--- src/logic/mc_defs.svh ---
`ifndef MC_DEFS_SVH
`define MC_DEFS_SVH

// array size
`define MC_NUM_CORES 4

// cycles between two core reset releases
`define MC_STAGGER_CYCLES 25

// fraction bits of the input sample
`define MC_X_FRAC 15

// fraction bits of the result and coefficients
`define MC_Y_FRAC 24

// number of Horner steps per evaluation
`define MC_ORDER 4

`endif
--- src/logic/mc_pkg.sv ---
`default_nettype none

`include "mc_defs.svh"

package mc_pkg;

	localparam int CORE_IDX_W = (`MC_NUM_CORES > 1) ? $clog2(`MC_NUM_CORES) : 1;

	typedef logic signed [`MC_X_FRAC+3:0] sample_t; // Q3.15
	typedef logic signed [`MC_Y_FRAC+3:0] result_t; // Q3.24
	typedef logic [3:0] code_t;
	typedef logic [CORE_IDX_W-1:0] core_idx_t;

	typedef enum logic [1:0] {
		REQUEST,
		STEP,
		HOLD
	} core_state_t;

	// request field
	localparam code_t CODE_NONE = 4'd0;
	localparam code_t REQ_SAMPLE = 4'd1;

	// output enable field
	localparam code_t OUT_RESULT = 4'd1;
	localparam code_t OUT_SATURATED = 4'd2;

endpackage

`default_nettype wire

--- src/logic/core_arbiter.sv ---
`timescale 1ns/1ps
`default_nettype none

`include "mc_defs.svh"

module core_arbiter (
	input mc_pkg::code_t req_code [0:`MC_NUM_CORES-1],
	input mc_pkg::result_t res [0:`MC_NUM_CORES-1],
	input mc_pkg::code_t out_code [0:`MC_NUM_CORES-1],
	input logic in_load,
	output logic [`MC_NUM_CORES-1:0] load,
	output logic [`MC_NUM_CORES-1:0] grant,
	output logic req_any,
	output mc_pkg::core_idx_t req_core,
	output mc_pkg::result_t io_out,
	output mc_pkg::code_t out_en,
	output mc_pkg::core_idx_t out_core
);
	import mc_pkg::*;

	// lowest requesting core takes the sample
	always_comb begin
		logic found;
		found = 1'b0;
		load = '0;
		req_core = '0;
		for (int i = 0; i < `MC_NUM_CORES; i++) begin
			if (!found && req_code[i] == REQ_SAMPLE) begin
				found = 1'b1;
				req_core = core_idx_t'(i);
				load[i] = in_load;
			end
		end
		req_any = found;
	end

	// lowest holding core drives the result bus
	always_comb begin
		logic found;
		found = 1'b0;
		grant = '0;
		io_out = '0;
		out_en = CODE_NONE;
		out_core = '0;
		for (int i = 0; i < `MC_NUM_CORES; i++) begin
			if (!found && out_code[i] != CODE_NONE) begin
				found = 1'b1;
				grant[i] = 1'b1;
				io_out = res[i];
				out_en = out_code[i];
				out_core = core_idx_t'(i);
			end
		end
	end

endmodule

`default_nettype wire

--- config.mk ---
export PLATFORM = sky130hd
export DESIGN_NAME = core_arbiter
export DESIGN_NICKNAME = d
export VERILOG_FILES = /design/src/logic/mc_pkg.sv /design/src/logic/core_arbiter.sv
export VERILOG_INCLUDE_DIRS = /design/src /design/src/logic
export SDC_FILE = /design/constraint.sdc
export NUM_CORES = 1
export LEC_CHECK = 0
export ABC_CLOCK_PERIOD_IN_PS = 4100
export BUFFER_PORTS_ARGS = -buffer_cell sky130_fd_sc_hd__buf_2
export CELL_PAD_IN_SITES_DETAIL_PLACEMENT = 0
export CELL_PAD_IN_SITES_GLOBAL_PLACEMENT = 2
export CORE_MARGIN = 2
export CORE_UTILIZATION = 10
export DETAILED_ROUTE_END_ITERATION = 7
export PLACE_DENSITY = 0.91
export SYNTH_ARGS = -nofsm -noshare
export SYNTH_HDL_FRONTEND = slang
export SYNTH_SLANG_ARGS = --single-unit
--- constraint.sdc ---
create_clock -name vclk -period 4.1
set_input_delay 0.82 -clock vclk [all_inputs]
set_output_delay 0.82 -clock vclk [all_outputs]
set_load 0.01 [all_outputs]
==> flow_summary.json <==
{
  "crit_required_ps": 3280,
  "holdPathStages": 4,
  "cp_max_fo": 28,
  "yosysSeqAreaShare": 0,
  "combPwrFrac": 1.000,
  "dieWidth_um": 103.7,
  "worst_pin_slew_ps": 1097,
  "p_leak_nw": 1.130,
  "outcome": "finished clean",
  "grtUsageTotal": 0.1063,
  "netlist_instances": 174,
  "cts_setup_buffers": 0,
  "antenna_found_initial": 0,
  "arrival_ps": 2530,
  "yosysTopAreaCell": "o211ai_1",
  "path_class": "primary input to output pin",
  "synth_nets": 319,
  "synthTopCellsByArea": "o211ai_1 21%, o22ai_1 18%, a21oi_1 16%",
  "p_switching_uw": 72.72,
  "die-area_um2": 10760,
  "placementRows": 36,
  "power_density_nw_per_um2": 74.92,
  "cts_hold_buf": 0,
  "layout-drive-gt1-share": 0.5775,
  "grt_overflow": 0,
  "synth_area_um2": 994.7,
  "n_antenna_cell": 0,
  "relSlewSlack": 0.2680,
  "drc": 0,
  "pwr-share-clk": 0,
  "globalplace.congestion": 0.9041,
  "nets": 502,
  "start_kind": "primary input",
  "dpl_cell_area_um2": 2112,
  "wirelength_um": 6316,
  "avgRoutedWirePerCell_um": 12.94,
  "fillCellCount": 1152,
  "drtIter0Drc": 78,
  "seqPwrFrac": 0,
  "end_kind": "output pin",
  "via_count": 2087,
  "tns_ps": 0,
  "cts_resized": 0,
  "ir_worst_vdd_mv": 0.01706,
  "io_pins": 190,
  "fin_area_um2": 2112,
  "timing.fmax_mhz": 298.6,
  "drtPass1Iterations": 4,
  "core_um2": 9729,
  "hold_viol": 0,
  "grt_first_pass_wirelength_um": 9756,
  "finalSetupViolations": 0,
  "rsz0062_at_grt": "no",
  "synth.top_cell.area_share": 0.2113,
  "die_y_um": 103.7,
  "synth_warnings": 0,
  "viasPerCell": 4.277,
  "seq_cells": 0,
  "ant_nets": 0,
  "drv_slew": 0,
  "first_global_vias": 2009,
  "synth.avg_cell_area_um2": 5.717,
  "timing.final.crit_share": 0.8168,
  "hpwlAfterDp_um": 5366,
  "seq_area_um2": 0,
  "synth_cell_type_count": 28,
  "start_util": 0.1022,
  "area.growth.synth_to_final_pct": 112.3,
  "p_sw_frac": 0.4596,
  "place.port_buffers": 190,
  "hold_path.class": "primary input to output pin",
  "drv_cap": 0,
  "period_needed_ps": 3349,
  "intPower_uw": 85.50,
  "clockBufferCount": 0,
  "grt_max_degree": 34
}
## power groups by stage
stage | combinational [mW] | clock [mW] | sequential, mW
2_1_floorplan | 0.0534 | 0 | 0
3_3_place_gp | 0.158 | 0 | 0
3_5_place_dp | 0.159 | 0 | 0
4_1_cts | 0.160 | 0 | 0
5_1_grt | 0.174 | 0 | 0
6_report | 0.158 | 0 | 0
## layout make-up
type,count,area [µm²],share of cell area
timing repair buffer,198,1011,0.4787
multi-input combinational,151,912.1,0.4319
tap,133,166.4,0.07879
inverter,6,22.52,0.01066
## cells by family after synthesis
logic type / synth area share
AND/OR/NAND/NOR: 0.2969
buffers and inverters: 0.09182
AO/OA/AOI/OAI: 0.6113
## layout by cell type, fill, tap and decap left out
cell,instances
nor2_1,6
nor4_2,1
and3_1,1
nand4b_1,1
a221o_1,1
inv_1,5
a31o_2,2
a21oi_1,31
o21bai_1,2
nand2b_1,2
buf_4,8
o21ai_0,1
nand2_1,32
nor4_1,1
inv_2,1
a21o_1,1
nor3_1,1
o22ai_1,28
o21ai_1,1
o211ai_1,28
nand3b_1,1
nand3_2,1
nor4_4,2
and2_1,1
o21a_1,1
nor4b_1,5
buf_2,190
## layer usage
metal	GRT usage	wire [µm]	vias to the layer above
li1	-	-	1051
met1	0.1232	2581	911
met2	0.2062	3109	119
met3	0.01825	525	6
met4	0.01544	98	0
met5	0	0	-
## synthesized netlist by cell type (all sizes together)
cell,number
a21o,1
nor4,4
nand2b,2
nand2,32
o22ai,28
o21ai,2
nand3,1
o21bai,2
buf,5
o21a,1
inv,6
nand3b,1
nor2,6
and2,1
clkbuf,12
a21oi,31
nor3,1
nor4b,5
nand4b,1
o211ai,28
a221o,1
a31o,2
and3,1
## path summary, 6_finish.rpt
path,start,endpoint
max,out_code[4],io_out[20]
min,res[93],io_out[9]
## through the flow
step / cells / setup slack, ps / util / hold slack (ps) / power [mW]
6_report: 488 / 751.2 / 0.2171 / 1961 / 0.1582
5_1_grt: 488 / 615.9 / 0.2171 / 1973 / 0.1744
4_1_cts: 488 / 730.3 / 0.2171 / 1962 / 0.1598
3_5_place_dp: 488 / 739.1 / 0.2171 / 1960 / 0.1590
3_3_place_gp: 488 / 779.6 / 0.2171 / 1962 / 0.1576
2_1_floorplan: 174 / 1274 / - / 1730 / 0.05339
## critical path, stage by stage
cell      delay [ps]
buf_2            130
nor4_2           440
nand3_2          580
o211ai_1         290
a21oi_1          110
buf_2            150
Note: power is estimated with default switching activity, not from simulation.
