===== config.mk =====
export PLATFORM = sky130hd
export DESIGN_NAME = taylor_core
export DESIGN_NICKNAME = d
export VERILOG_FILES = /design/src/logic/mc_pkg.sv /design/src/logic/taylor_core.sv
export VERILOG_INCLUDE_DIRS = /design/src /design/src/logic
export SDC_FILE = /design/constraint.sdc
export NUM_CORES = 2
export LEC_CHECK = 0
export ABC_AREA = 0
export BUFFER_PORTS_ARGS = -buffer_cell sky130_fd_sc_hd__buf_2
export CAP_MARGIN = 20
export CORE_UTILIZATION = 45
export CTS_CLUSTER_DIAMETER = 50
export CTS_CLUSTER_SIZE = 28
export DETAILED_ROUTE_END_ITERATION = 7
export PLACE_DENSITY_LB_ADDON = 0.3
export REMOVE_ABC_BUFFERS = 1
export SYNTH_ARGS = -nofsm -noshare
export SYNTH_HDL_FRONTEND = slang
export SYNTH_SLANG_ARGS = --single-unit

===== constraint.sdc =====
create_clock -name clk -period 19.4 [get_ports clk]
set_input_delay 1.94 -clock clk [delete_from_list [all_inputs] [get_ports clk]]
set_output_delay 1.94 -clock clk [all_outputs]
set_load 0.02 [all_outputs]

===== src/logic/mc_defs.svh =====
`ifndef MC_DEFS_SVH
`define MC_DEFS_SVH

// array size
`define MC_NUM_CORES 4

// cycles between two core reset releases
`define MC_STAGGER_CYCLES 25

// fraction bits of the input sample
`define MC_X_FRAC 15

// fraction bits of the result and coefficients
`define MC_Y_FRAC 24

// number of Horner steps per evaluation
`define MC_ORDER 4

`endif

===== src/logic/mc_pkg.sv =====
`default_nettype none

`include "mc_defs.svh"

package mc_pkg;

	localparam int CORE_IDX_W = (`MC_NUM_CORES > 1) ? $clog2(`MC_NUM_CORES) : 1;

	typedef logic signed [`MC_X_FRAC+3:0] sample_t; // Q3.15
	typedef logic signed [`MC_Y_FRAC+3:0] result_t; // Q3.24
	typedef logic [3:0] code_t;
	typedef logic [CORE_IDX_W-1:0] core_idx_t;

	typedef enum logic [1:0] {
		REQUEST,
		STEP,
		HOLD
	} core_state_t;

	// request field
	localparam code_t CODE_NONE = 4'd0;
	localparam code_t REQ_SAMPLE = 4'd1;

	// output enable field
	localparam code_t OUT_RESULT = 4'd1;
	localparam code_t OUT_SATURATED = 4'd2;

endpackage

`default_nettype wire


===== src/logic/taylor_core.sv =====
`timescale 1ns/1ps
`default_nettype none

`include "mc_defs.svh"

module taylor_core (
	input logic clk,
	input logic rst_n,
	input logic load,
	input mc_pkg::sample_t io_in,
	input logic grant,
	output mc_pkg::code_t req_code,
	output mc_pkg::result_t res,
	output mc_pkg::code_t out_code
);
	import mc_pkg::*;

	localparam int RES_W = $bits(result_t);
	localparam int ACC_W = RES_W + 4; // guard bits for overflow detection
	localparam int X_W = $bits(sample_t);
	localparam int PROD_W = ACC_W + X_W;
	localparam int CNT_W = $clog2(`MC_ORDER + 1);

	typedef logic signed [ACC_W-1:0] acc_t;
	typedef logic [`MC_ORDER:0][ACC_W-1:0] coef_tab_t;

	// entry k holds 1/k! in Q7.24, truncated
	function automatic coef_tab_t coef_table();
		coef_tab_t tab;
		longint fact;
		fact = 1;
		for (int k = 0; k <= `MC_ORDER; k++) begin
			if (k > 0)
				fact = fact * k;
			tab[k] = ACC_W'((64'sd1 <<< `MC_Y_FRAC) / fact);
		end
		return tab;
	endfunction

	localparam coef_tab_t COEF = coef_table();

	core_state_t state;
	logic [CNT_W-1:0] cnt; // steps left, zero means saturate
	logic [CNT_W-1:0] coef_idx;
	sample_t x_q;
	acc_t acc;
	acc_t coef;
	acc_t step_acc;
	logic signed [PROD_W-1:0] prod;
	logic signed [PROD_W:0] step_sum;
	result_t sat_res;
	logic sat_hit;

	assign coef_idx = (cnt == '0) ? '0 : cnt - 1'b1;
	assign coef = COEF[coef_idx];

	// one Horner step, truncating shift
	assign prod = acc * x_q;
	assign step_sum = (prod >>> `MC_X_FRAC) + coef;

	always_comb begin
		if (step_sum[PROD_W:ACC_W-1] == '0 || step_sum[PROD_W:ACC_W-1] == '1)
			step_acc = step_sum[ACC_W-1:0];
		else if (step_sum[PROD_W])
			step_acc = {1'b1, {(ACC_W-1){1'b0}}};
		else
			step_acc = {1'b0, {(ACC_W-1){1'b1}}};
	end

	// clamp to result range
	always_comb begin
		sat_hit = !(acc[ACC_W-1:RES_W-1] == '0 || acc[ACC_W-1:RES_W-1] == '1);
		if (!sat_hit)
			sat_res = acc[RES_W-1:0];
		else if (acc[ACC_W-1])
			sat_res = {1'b1, {(RES_W-1){1'b0}}};
		else
			sat_res = {1'b0, {(RES_W-1){1'b1}}};
	end

	always_ff @(posedge clk or negedge rst_n) begin
		if (!rst_n) begin
			state <= REQUEST;
			req_code <= CODE_NONE;
			out_code <= CODE_NONE;
			cnt <= '0;
		end else begin
			case (state)
				REQUEST: begin
					if (load) begin
						req_code <= CODE_NONE;
						cnt <= CNT_W'(`MC_ORDER);
						state <= STEP;
					end else begin
						req_code <= REQ_SAMPLE;
					end
				end
				STEP: begin
					if (cnt == '0) begin
						out_code <= sat_hit ? OUT_SATURATED : OUT_RESULT;
						state <= HOLD;
					end else begin
						cnt <= cnt - 1'b1;
					end
				end
				HOLD: begin
					if (grant) begin // delivered this cycle
						out_code <= CODE_NONE;
						state <= REQUEST;
					end
				end
				default: state <= REQUEST;
			endcase
		end
	end

	always_ff @(posedge clk) begin
		if (state == REQUEST && load) begin
			x_q <= io_in;
			acc <= COEF[`MC_ORDER]; // start from highest coefficient
		end else if (state == STEP && cnt != '0) begin
			acc <= step_acc;
		end
		if (state == STEP && cnt == '0)
			res <= sat_res;
	end

endmodule

`default_nettype wire


==> run summary <==
Final setup vio count = 0
First-pass GRT wire length = 119 mm
Gr ovfl total = 0
Max transition margin = 0.257
Post-route clock period utilization = 0.562
Post-synth EDFFs = 47
Xor/xnor share of the synthesized area = 0.0223
Gpl congestion = 0.945
Crit path max fanout = 32
Post-synth top area cell = fa_1
Synth unique cells = 92
Cell count after synthesis = 2891
HPWL after detailed placement = 60.9 mm
Critical path type = register to register
Die width = 244 µm
Hold/Removal Path Class = register to register
Vias in the first global route = 21600
Register area share after synthesis = 0.0856
Slew Viols, Final = 0
Initial DRC Count = 1608
Fin. Hold Viols = 0
Ys Warns = 0
Largest net degree at the start of global routing = 33
Number of buffers created by CTS = 9
Synth Area in Compound Gates = 0.0933
Worst clock skew = 0.00985 ns
Antenna violations before repair = 1
Max Cap Viol = 0
Setup Buffers After CTS = 0
Worst-Margin Slew = 1.11 ns
RSZ-0062 raised after global routing = no
Starting Density = 0.456
Count leader, synth = fa_1
Synth top area cells = fa_1, inv_1, ha_1
CP startpoint kind = register
DRT Pass-1 Iters = 5
Area grow syn2layout = 4.41%
Post-cts sizing count = 0
Remaining DRCs = 0
Syn Area/Cell = 9.10 µm²
CP arrival = 11.10 ns
I/O Buffers = 53
Antenna violation net count after detailed routing = 0
Total Wirelength = 74.1 mm
Top cell type's share of synthesized area = 0.448
Root buffer cell = clkbuf_16
Die ar. = 59400 µm²
Setup TNS = 0 ns
Clk sinks = 87
Via count = 19800
Mapped cell area = 26300 µm²
IO Pins = 59
Clock Latency Late Sink = 0.37 ns
Vias per inst = 5.48
Post-synthesis register bit count = 87
Synth Area in Adders = 0.520
Fmax = 91.8 MHz
Post-synthesis mux area share = 0.00190
Post-route minimum period = 10.90 ns
Most frequent CP cell = fa_1
Nets = 3599
Largest family of logic cells by synthesized area = adder cells
Placeable Area = 57700 µm²
Worst EP required = 19.61 ns
Post-Synth Simple-Gate Area = 0.170
Commonest cells in the netlist = fa_1, inv_1, nand2_1
Worst path max stage delay = 1.07 ns
CTS tree = built
DR WL/cell = 20.6 µm
Layout cells sized above 1 = 0.0546
H-tree depth = 3
Ys flop type = edfxtp_1
Overall die height = 244 µm
CP max-delay cell = edfxtp_1
Outcome = finished clean
Asr flop ratio synth = 0.0920
CTS Hold Buffers Added = 0
GR Util All Layers = 0.261
CP endpoint kind = register
CTS Buffer Depth = 2
Clock Pin Slew Worst Setup and Hold Paths = 0.08 ns
ANT cells = 0
Rows = 88
-- metal layers --
layer	global-route usage	wire [µm]	vias to the layer above
met5	0	8	-
met2	0.460	38100	659
li1	-	-	8769
met3	0.0332	4160	165
met1	0.319	28300	10200
met4	0.114	3530	2
-- worst max-delay path: cells and delay by family (launching register included) --
| family | cells | cell delay [ns] |
|---|---|---|
| fa+ha+maj | 9 | 4.04 |
| flops | 1 | 1.07 |
| buf+inv | 4 | 0.22 |
| compound gates | 12 | 3.52 |
| simple gates | 7 | 1.31 |
| mux | 1 | 0.33 |
| xor+xnor | 2 | 0.22 |
-- final timing paths --
check,start,to,slack (ns),depth (start not counted)
min in group asynchronous,rst_n,out_code[1],1.45,1
max reg2reg,x_q[3],acc[30],8.50,35
max,x_q[3],acc[30],8.50,35
max in group asynchronous,rst_n,state[0],17.70,1
min reg2reg,out_code[0],out_code[0],0.60,2
min,out_code[0],out_code[0],0.60,2
-- flip-flops by register name, indices dropped and copies added, names as in the netlist --
register / cells
state: 2
out_code: 2
cnt: 3
acc: 32
req_code: 1
res: 28
x_q: 19
-- cells by family after synthesis --
group	count (synthesis)
multiplexers	5
flip-flops	87
adder cells (fa/ha/maj)	740
XOR/XNOR	66
other	1
AO/OA/AOI/OAI	342
buffers and inverters	730
AND/OR/NAND/NOR	920
-- cells in the final DEF, fill, tap and decap left out, types with 44 or more instances in the layout --
cell type / n
edfxtp_1: 47
buf_2: 53
o21ai_0: 62
inv_1: 566
and2_1: 241
nor2_1: 98
a21oi_1: 74
xnor2_1: 44
fa_1: 589
ha_1: 151
nand2_1: 430
-- through the flow --
step                hold slack (ns)  worst slack [ns]   util  instance area, µm²  cells
detailed placement            0.573              8.66  0.471               27200   3589
finish                        0.596              8.50  0.476               27500   3606
CTS                           0.593              8.62  0.476               27500   3605
global placement              0.566              8.94  0.471               27200   3589
global route                  0.632              7.85  0.476               27500   3606
floorplan                     0.525              9.90      -               25600   2731
-- area by class of cell --
type                            instances  area [µm²]
Clock buffer                           10         229
Clock inverter                          6        45.0
Fill cell                            5489       30200
Inverter                              566        2120
Multi-Input combinational cell       2078       21300
Sequential cell                        87        2250
Tap cell                              765         957
Timing Repair Buffer                   94         573
Power is left out: the tool's default activity adds up to more than one toggle a clock period on the data nets, which glitch-free logic cannot reach.
