### src/logic/mc_defs.svh
`ifndef MC_DEFS_SVH
`define MC_DEFS_SVH

// array size
`define MC_NUM_CORES 4

// cycles between two core reset releases
`define MC_STAGGER_CYCLES 25

// fraction bits of the input sample
`define MC_X_FRAC 15

// fraction bits of the result and coefficients
`define MC_Y_FRAC 24

// number of Horner steps per evaluation
`define MC_ORDER 4

`endif
### src/logic/reset_sequencer.sv
`timescale 1ns/1ps
`default_nettype none

`include "mc_defs.svh"

module reset_sequencer (
	input logic clk,
	input logic rst_n,
	output logic [`MC_NUM_CORES-1:0] core_rst_n
);

	localparam int STAGE_W = $clog2(`MC_NUM_CORES + 1);
	localparam int CYC_W = $clog2(`MC_STAGGER_CYCLES + 1);

	logic [STAGE_W-1:0] stage; // highest core allowed out of reset
	logic [CYC_W-1:0] cyc;

	// core k comes out k stagger periods after the first edge
	always_ff @(posedge clk or negedge rst_n) begin
		if (!rst_n) begin
			stage <= '0;
			cyc <= '0;
			core_rst_n <= '0;
		end else begin
			for (int k = 0; k < `MC_NUM_CORES; k++) begin
				core_rst_n[k] <= (int'(stage) >= k);
			end
			if (int'(stage) < `MC_NUM_CORES - 1) begin // stops once all released
				if (int'(cyc) == `MC_STAGGER_CYCLES - 1) begin
					cyc <= '0;
					stage <= stage + 1'b1;
				end else begin
					cyc <= cyc + 1'b1;
				end
			end
		end
	end

endmodule

`default_nettype wire

### config.mk
export PLATFORM = sky130hd
export DESIGN_NAME = reset_sequencer
export DESIGN_NICKNAME = d
export VERILOG_FILES = /design/src/logic/reset_sequencer.sv
export VERILOG_INCLUDE_DIRS = /design/src /design/src/logic
export SDC_FILE = /design/constraint.sdc
export NUM_CORES = 1
export LEC_CHECK = 0
export BUFFER_PORTS_ARGS = -buffer_cell sky130_fd_sc_hd__buf_4
export CAP_MARGIN = 20
export CORE_UTILIZATION = 40
export DETAILED_ROUTE_END_ITERATION = 8
export PLACE_DENSITY_LB_ADDON = 0.25
export SETUP_SLACK_MARGIN = 0.1
export SYNTH_ARGS = -nofsm -noshare
export SYNTH_HDL_FRONTEND = slang
export SYNTH_SLANG_ARGS = --single-unit
### constraint.sdc
create_clock -name clk -period 1.35 [get_ports clk]
set_input_delay 0.135 -clock clk [delete_from_list [all_inputs] [get_ports clk]]
set_output_delay 0.135 -clock clk [all_outputs]
set_load 0.03 [all_outputs]
==> results_tabular.tex <==
\begin{tabular}{lr}
\hline
Metric & Value \\
\hline
\multicolumn{2}{l}{\textbf{Finish}} \\
\quad Fill cell total of the finished layout & 103 \\
\quad Fraction of layout cells with a size suffix above 1 & 0.471 \\
\quad Layout-stage area growth over the synthesis result & 38.3\% \\
\quad Number of nets in the layout & 79 \\
\quad Diodes inserted & 0 \\
\quad Fin util & 0.603 \\
\multicolumn{2}{l}{\textbf{Logic synthesis}} \\
\quad Number of register bits inferred by synthesis & 12 \\
\quad Synthesized area per cell & 11.3 um2 \\
\quad Yosys Warn Count & 0 \\
\quad Cell accounting for the most synthesized area & sky130\_fd\_sc\_hd\_\_dfrtp\_1 \\
\quad Nets in the synthesized netlist & 58 \\
\quad Cell count after synthesis & 51 \\
\quad Post-Syn Area & 574 um2 \\
\quad Library cells used by synthesis & 24 \\
\quad Top cell type's share of synthesized area & 0.523 \\
\quad Fraction of the yosys area taken by sequential cells & 0.523 \\
\quad Synth area leaders & sky130\_fd\_sc\_hd\_\_dfrtp\_1, sky130\_fd\_sc\_hd\_\_ha\_1, sky130\_fd\_sc\_hd\_\_nand4b\_4 \\
\multicolumn{2}{l}{\textbf{Timing}} \\
\quad Highest attainable clock frequency & 792 MHz \\
\quad Final number of setup-violating endpoints & 0 \\
\quad Count of endpoints failing hold in the final timing report & 0 \\
\quad RSZ-0062 raised after global routing & true \\
\quad Max Slew Vio Count & 0 \\
\quad Total negative slack for setup checks & 0 ns \\
\quad Share of the cycle needed by the critical path after routing & 0.935 \\
\quad Shortest clock period the worst path allows after layout & 1.26 ns \\
\quad Worst clock skew & 0.00311 ns \\
\multicolumn{2}{l}{\textbf{Critical path}} \\
\quad Setup crit start & cyc[0]\$\_DFFE\_PN0N\_ \\
\quad Required time of the critical path & 1.51 ns \\
\quad Kind of critical path & reg -> reg \\
\quad Startpoint class of the critical path & flip-flop \\
\quad Worst r2r dst & cyc[2]\$\_DFFE\_PN0N\_ \\
\quad Worst Path Max Fanout & 3 \\
\quad Origin of the critical flop-to-flop path & cyc[0]\$\_DFFE\_PN0N\_ \\
\quad Register-to-register setup slack & 0.09 ns \\
\quad Crit. End Element & flip-flop \\
\quad Data arrival at the endpoint of the critical path & 1.42 ns \\
\quad Cell count of the worst reg-to-reg path & 4 \\
\multicolumn{2}{l}{\textbf{Pwr}} \\
\quad Total leakage power & 0.000384 uW \\
\quad Cell area power density & 744 mW/mm2 \\
\quad Max rail drop VDD & 0.397 mV \\
\multicolumn{2}{l}{\textbf{Routing}} \\
\quad Highest Signal Layer & met4 \\
\quad Metal1 wirelength & 509 um \\
\quad Average routed wire per standard cell & 13.4 um \\
\quad DRC violations left & 0 \\
\quad Number of antenna-violating nets in the routed design & 0 \\
\quad DRT Pass-1 Iters & 2 \\
\quad Routed length on met3 & 46 um \\
\quad Violation count after the first detailed-routing iteration & 7 \\
\quad Via/cell ratio & 5.20 \\
\quad Routed via count & 442 \\
\quad Total met2 wirelength after detailed routing & 565 um \\
\quad Total wire length & 1140 um \\
\multicolumn{2}{l}{\textbf{Floorplanning}} \\
\quad Horizontal die dimension & 39.9 um \\
\quad Die height & 39.9 um \\
\quad Placeable core region & 0.00132 mm2 \\
\quad Starting density of the core & 0.436 \\
\quad Num rows & 13 \\
\quad I/O pin total & 6 \\
\quad Overall die area & 0.00159 mm2 \\
\multicolumn{2}{l}{\textbf{Clock tree}} \\
\quad Total CTS buffers & 3 \\
\quad Maximum clock insertion buffer count & 2 \\
\quad CTS clk-pin slew, worst paths & 0.07 ns \\
\quad Buffer cell driving the clock tree root & sky130\_fd\_sc\_hd\_\_clkbuf\_4 \\
\quad Clock Sinks & 12 \\
\quad Worst-skew pair later-pin latency & 0.27 ns \\
\quad TritonCTS clock tree & done \\
\quad CTS H-tree depth & 1 \\
\multicolumn{2}{l}{\textbf{Worst hold path}} \\
\quad Hold Crit Class & in -> async \\
\multicolumn{2}{l}{\textbf{Flow run}} \\
\quad Max-Cap Viols & 0 \\
\multicolumn{2}{l}{\textbf{Global route}} \\
\quad Number of antenna violations at the first check in global routing & 0 \\
\quad Wire length of the first global-routing pass & 1740 um \\
\quad Via count of the first global-routing pass & 398 \\
\quad GRT Util Overall & 0.182 \\
\quad Largest net degree at the start of global routing & 13 \\
\quad Leftover overflow at the end of global routing & 0 \\
\multicolumn{2}{l}{\textbf{Outcome}} \\
\quad Run status & complete, no violations \\
\multicolumn{2}{l}{\textbf{Placed design}} \\
\quad Dpl hpwl & 668 um \\
\quad Final estimated routing congestion in global placement & 0.736 \\
\quad Quantity of I/O buffers inserted on ports & 5 \\
\hline
\end{tabular}
[critical path: stages, from the launching register on]
cell                      delay [ns]
sky130_fd_sc_hd__dfrtp_1        0.39
sky130_fd_sc_hd__buf_4          0.14
sky130_fd_sc_hd__ha_2           0.20
sky130_fd_sc_hd__and3_4         0.17
sky130_fd_sc_hd__mux2_4         0.25
[cell usage in the layout, fill, tap and decap left out]
master,count
sky130_fd_sc_hd__o21ai_0,3
sky130_fd_sc_hd__dfrtp_1,11
sky130_fd_sc_hd__o2bb2ai_1,1
sky130_fd_sc_hd__dlygate4sd3_1,1
sky130_fd_sc_hd__conb_1,1
sky130_fd_sc_hd__buf_4,14
sky130_fd_sc_hd__nand3b_1,1
sky130_fd_sc_hd__mux2i_1,1
sky130_fd_sc_hd__nand2b_1,1
sky130_fd_sc_hd__o22ai_2,1
sky130_fd_sc_hd__clkbuf_4,3
sky130_fd_sc_hd__nor3_1,1
sky130_fd_sc_hd__nand2b_4,1
sky130_fd_sc_hd__a21o_1,1
sky130_fd_sc_hd__and3_4,1
sky130_fd_sc_hd__ha_2,1
sky130_fd_sc_hd__nand4b_4,1
sky130_fd_sc_hd__mux2_4,1
sky130_fd_sc_hd__buf_6,1
sky130_fd_sc_hd__ha_1,3
sky130_fd_sc_hd__nand3_1,2
sky130_fd_sc_hd__ha_4,1
sky130_fd_sc_hd__or3_1,1
sky130_fd_sc_hd__nor2_1,1
sky130_fd_sc_hd__a21oi_2,2
sky130_fd_sc_hd__nand2_1,4
sky130_fd_sc_hd__inv_2,3
sky130_fd_sc_hd__o21ai_1,1
sky130_fd_sc_hd__inv_1,2
sky130_fd_sc_hd__o221ai_1,1
sky130_fd_sc_hd__dfrtp_2,1
sky130_fd_sc_hd__nor3_2,1
sky130_fd_sc_hd__o31ai_2,1
[metal layers]
layer  track usage  vias to the layer above
met1         0.212                      213
li1              -                      217
met5             0                        -
met3        0.0852                        2
met4         0.129                        0
met2         0.254                       10
[metrics by stage]
step / cells / setup WS (ns) / hold WS, ns / instance area [um2] / power [uW]
5_1_grt: 85 / 0.0363 / 0.245 / 795 / 626
4_1_cts: 84 / 0.0738 / 0.228 / 743 / 607
2_1_floorplan: 51 / 0.109 / -0.161 / 587 / 372
6_report: 85 / 0.0878 / 0.236 / 795 / 592
3_5_place_dp: 74 / 0.0545 / -0.0167 / 666 / 383
3_3_place_gp: 74 / 0.0694 / -0.0182 / 666 / 383
[cells in the mapped netlist]
master	instances
sky130_fd_sc_hd__o221ai_1	1
sky130_fd_sc_hd__nand4b_4	1
sky130_fd_sc_hd__inv_1	5
sky130_fd_sc_hd__and3_1	1
sky130_fd_sc_hd__o21ai_0	3
sky130_fd_sc_hd__a21o_1	1
sky130_fd_sc_hd__ha_1	5
sky130_fd_sc_hd__dfrtp_1	12
sky130_fd_sc_hd__mux2_2	1
sky130_fd_sc_hd__o31ai_1	1
sky130_fd_sc_hd__or3_1	1
sky130_fd_sc_hd__nand2b_1	2
sky130_fd_sc_hd__o2bb2ai_1	1
sky130_fd_sc_hd__nand2_1	4
sky130_fd_sc_hd__mux2i_1	1
sky130_fd_sc_hd__nand3_1	2
sky130_fd_sc_hd__o22ai_1	1
sky130_fd_sc_hd__conb_1	1
sky130_fd_sc_hd__a21oi_1	1
sky130_fd_sc_hd__nor2_1	1
sky130_fd_sc_hd__o21ai_1	1
sky130_fd_sc_hd__nand3b_1	1
sky130_fd_sc_hd__a21oi_2	1
sky130_fd_sc_hd__nor3_1	2
[flip-flops by register name, summed over array words and instances (netlist names)]
| register | flops |
|---|---|
| core_rst_n | 4 |
| stage | 3 |
| cyc | 5 |
[kinds of logic (layout without fill, tap and decap cells)]
family          Yosys count  count (layout)  synth area share
simple gates             15              15             0.166
mux                       2               2            0.0370
fa+ha+maj                 5               5             0.109
buf+inv                   5              24            0.0327
flops                    12              12             0.523
other cells               1               1           0.00653
compound gates           11              11             0.126
[worst max-delay path by stage]
stage,end,slack [ns],cells after the start
after CTS,cyc[2]$_DFFE_PN0N_,0.07,5
after global routing,stage[1]$_DFFE_PN0P_,0.04,6
after floorplan,cyc[2]$_DFFE_PN0N_,0.11,5
after detailed placement,cyc[2]$_DFFE_PN0N_,0.05,5
after global placement,cyc[2]$_DFFE_PN0N_,0.07,5
final,cyc[2]$_DFFE_PN0N_,0.09,4
[power breakdown]
| group | total (uW) | leakage [uW] | internal [uW] | switching (uW) |
|---|---|---|---|---|
| Sequential | 361 | 0.000145 | 361 | 0.365 |
| Combinational | 16.9 | 0.000226 | 5.78 | 11.1 |
| Clock | 214 | 0.0000138 | 103 | 110 |
[final cells by class]
class / instances / area, um2 / share of cell area
flip-flops and latches: 12 / 302 / 0.380
inverters: 5 / 18.8 / 0.0236
well taps: 15 / 18.8 / 0.0236
multi-input cells: 34 / 307 / 0.386
clock buffers: 3 / 22.5 / 0.0283
repair buffers: 16 / 126 / 0.159
[what timing repair did]
| action | in CTS | in global routing |
|---|---|---|
| gates resized for setup | 0 | 11 |
| hold endpoints to repair | 12 | 0 |
| buffers inserted | 6 | 1 |
| endpoints found under the setup margin | 2 | 5 |
| gates cloned | 0 | 0 |
| pin swaps | 1 | 3 |
| hold buffers | 1 | 0 |
Note: power is estimated with default switching activity, not from simulation.
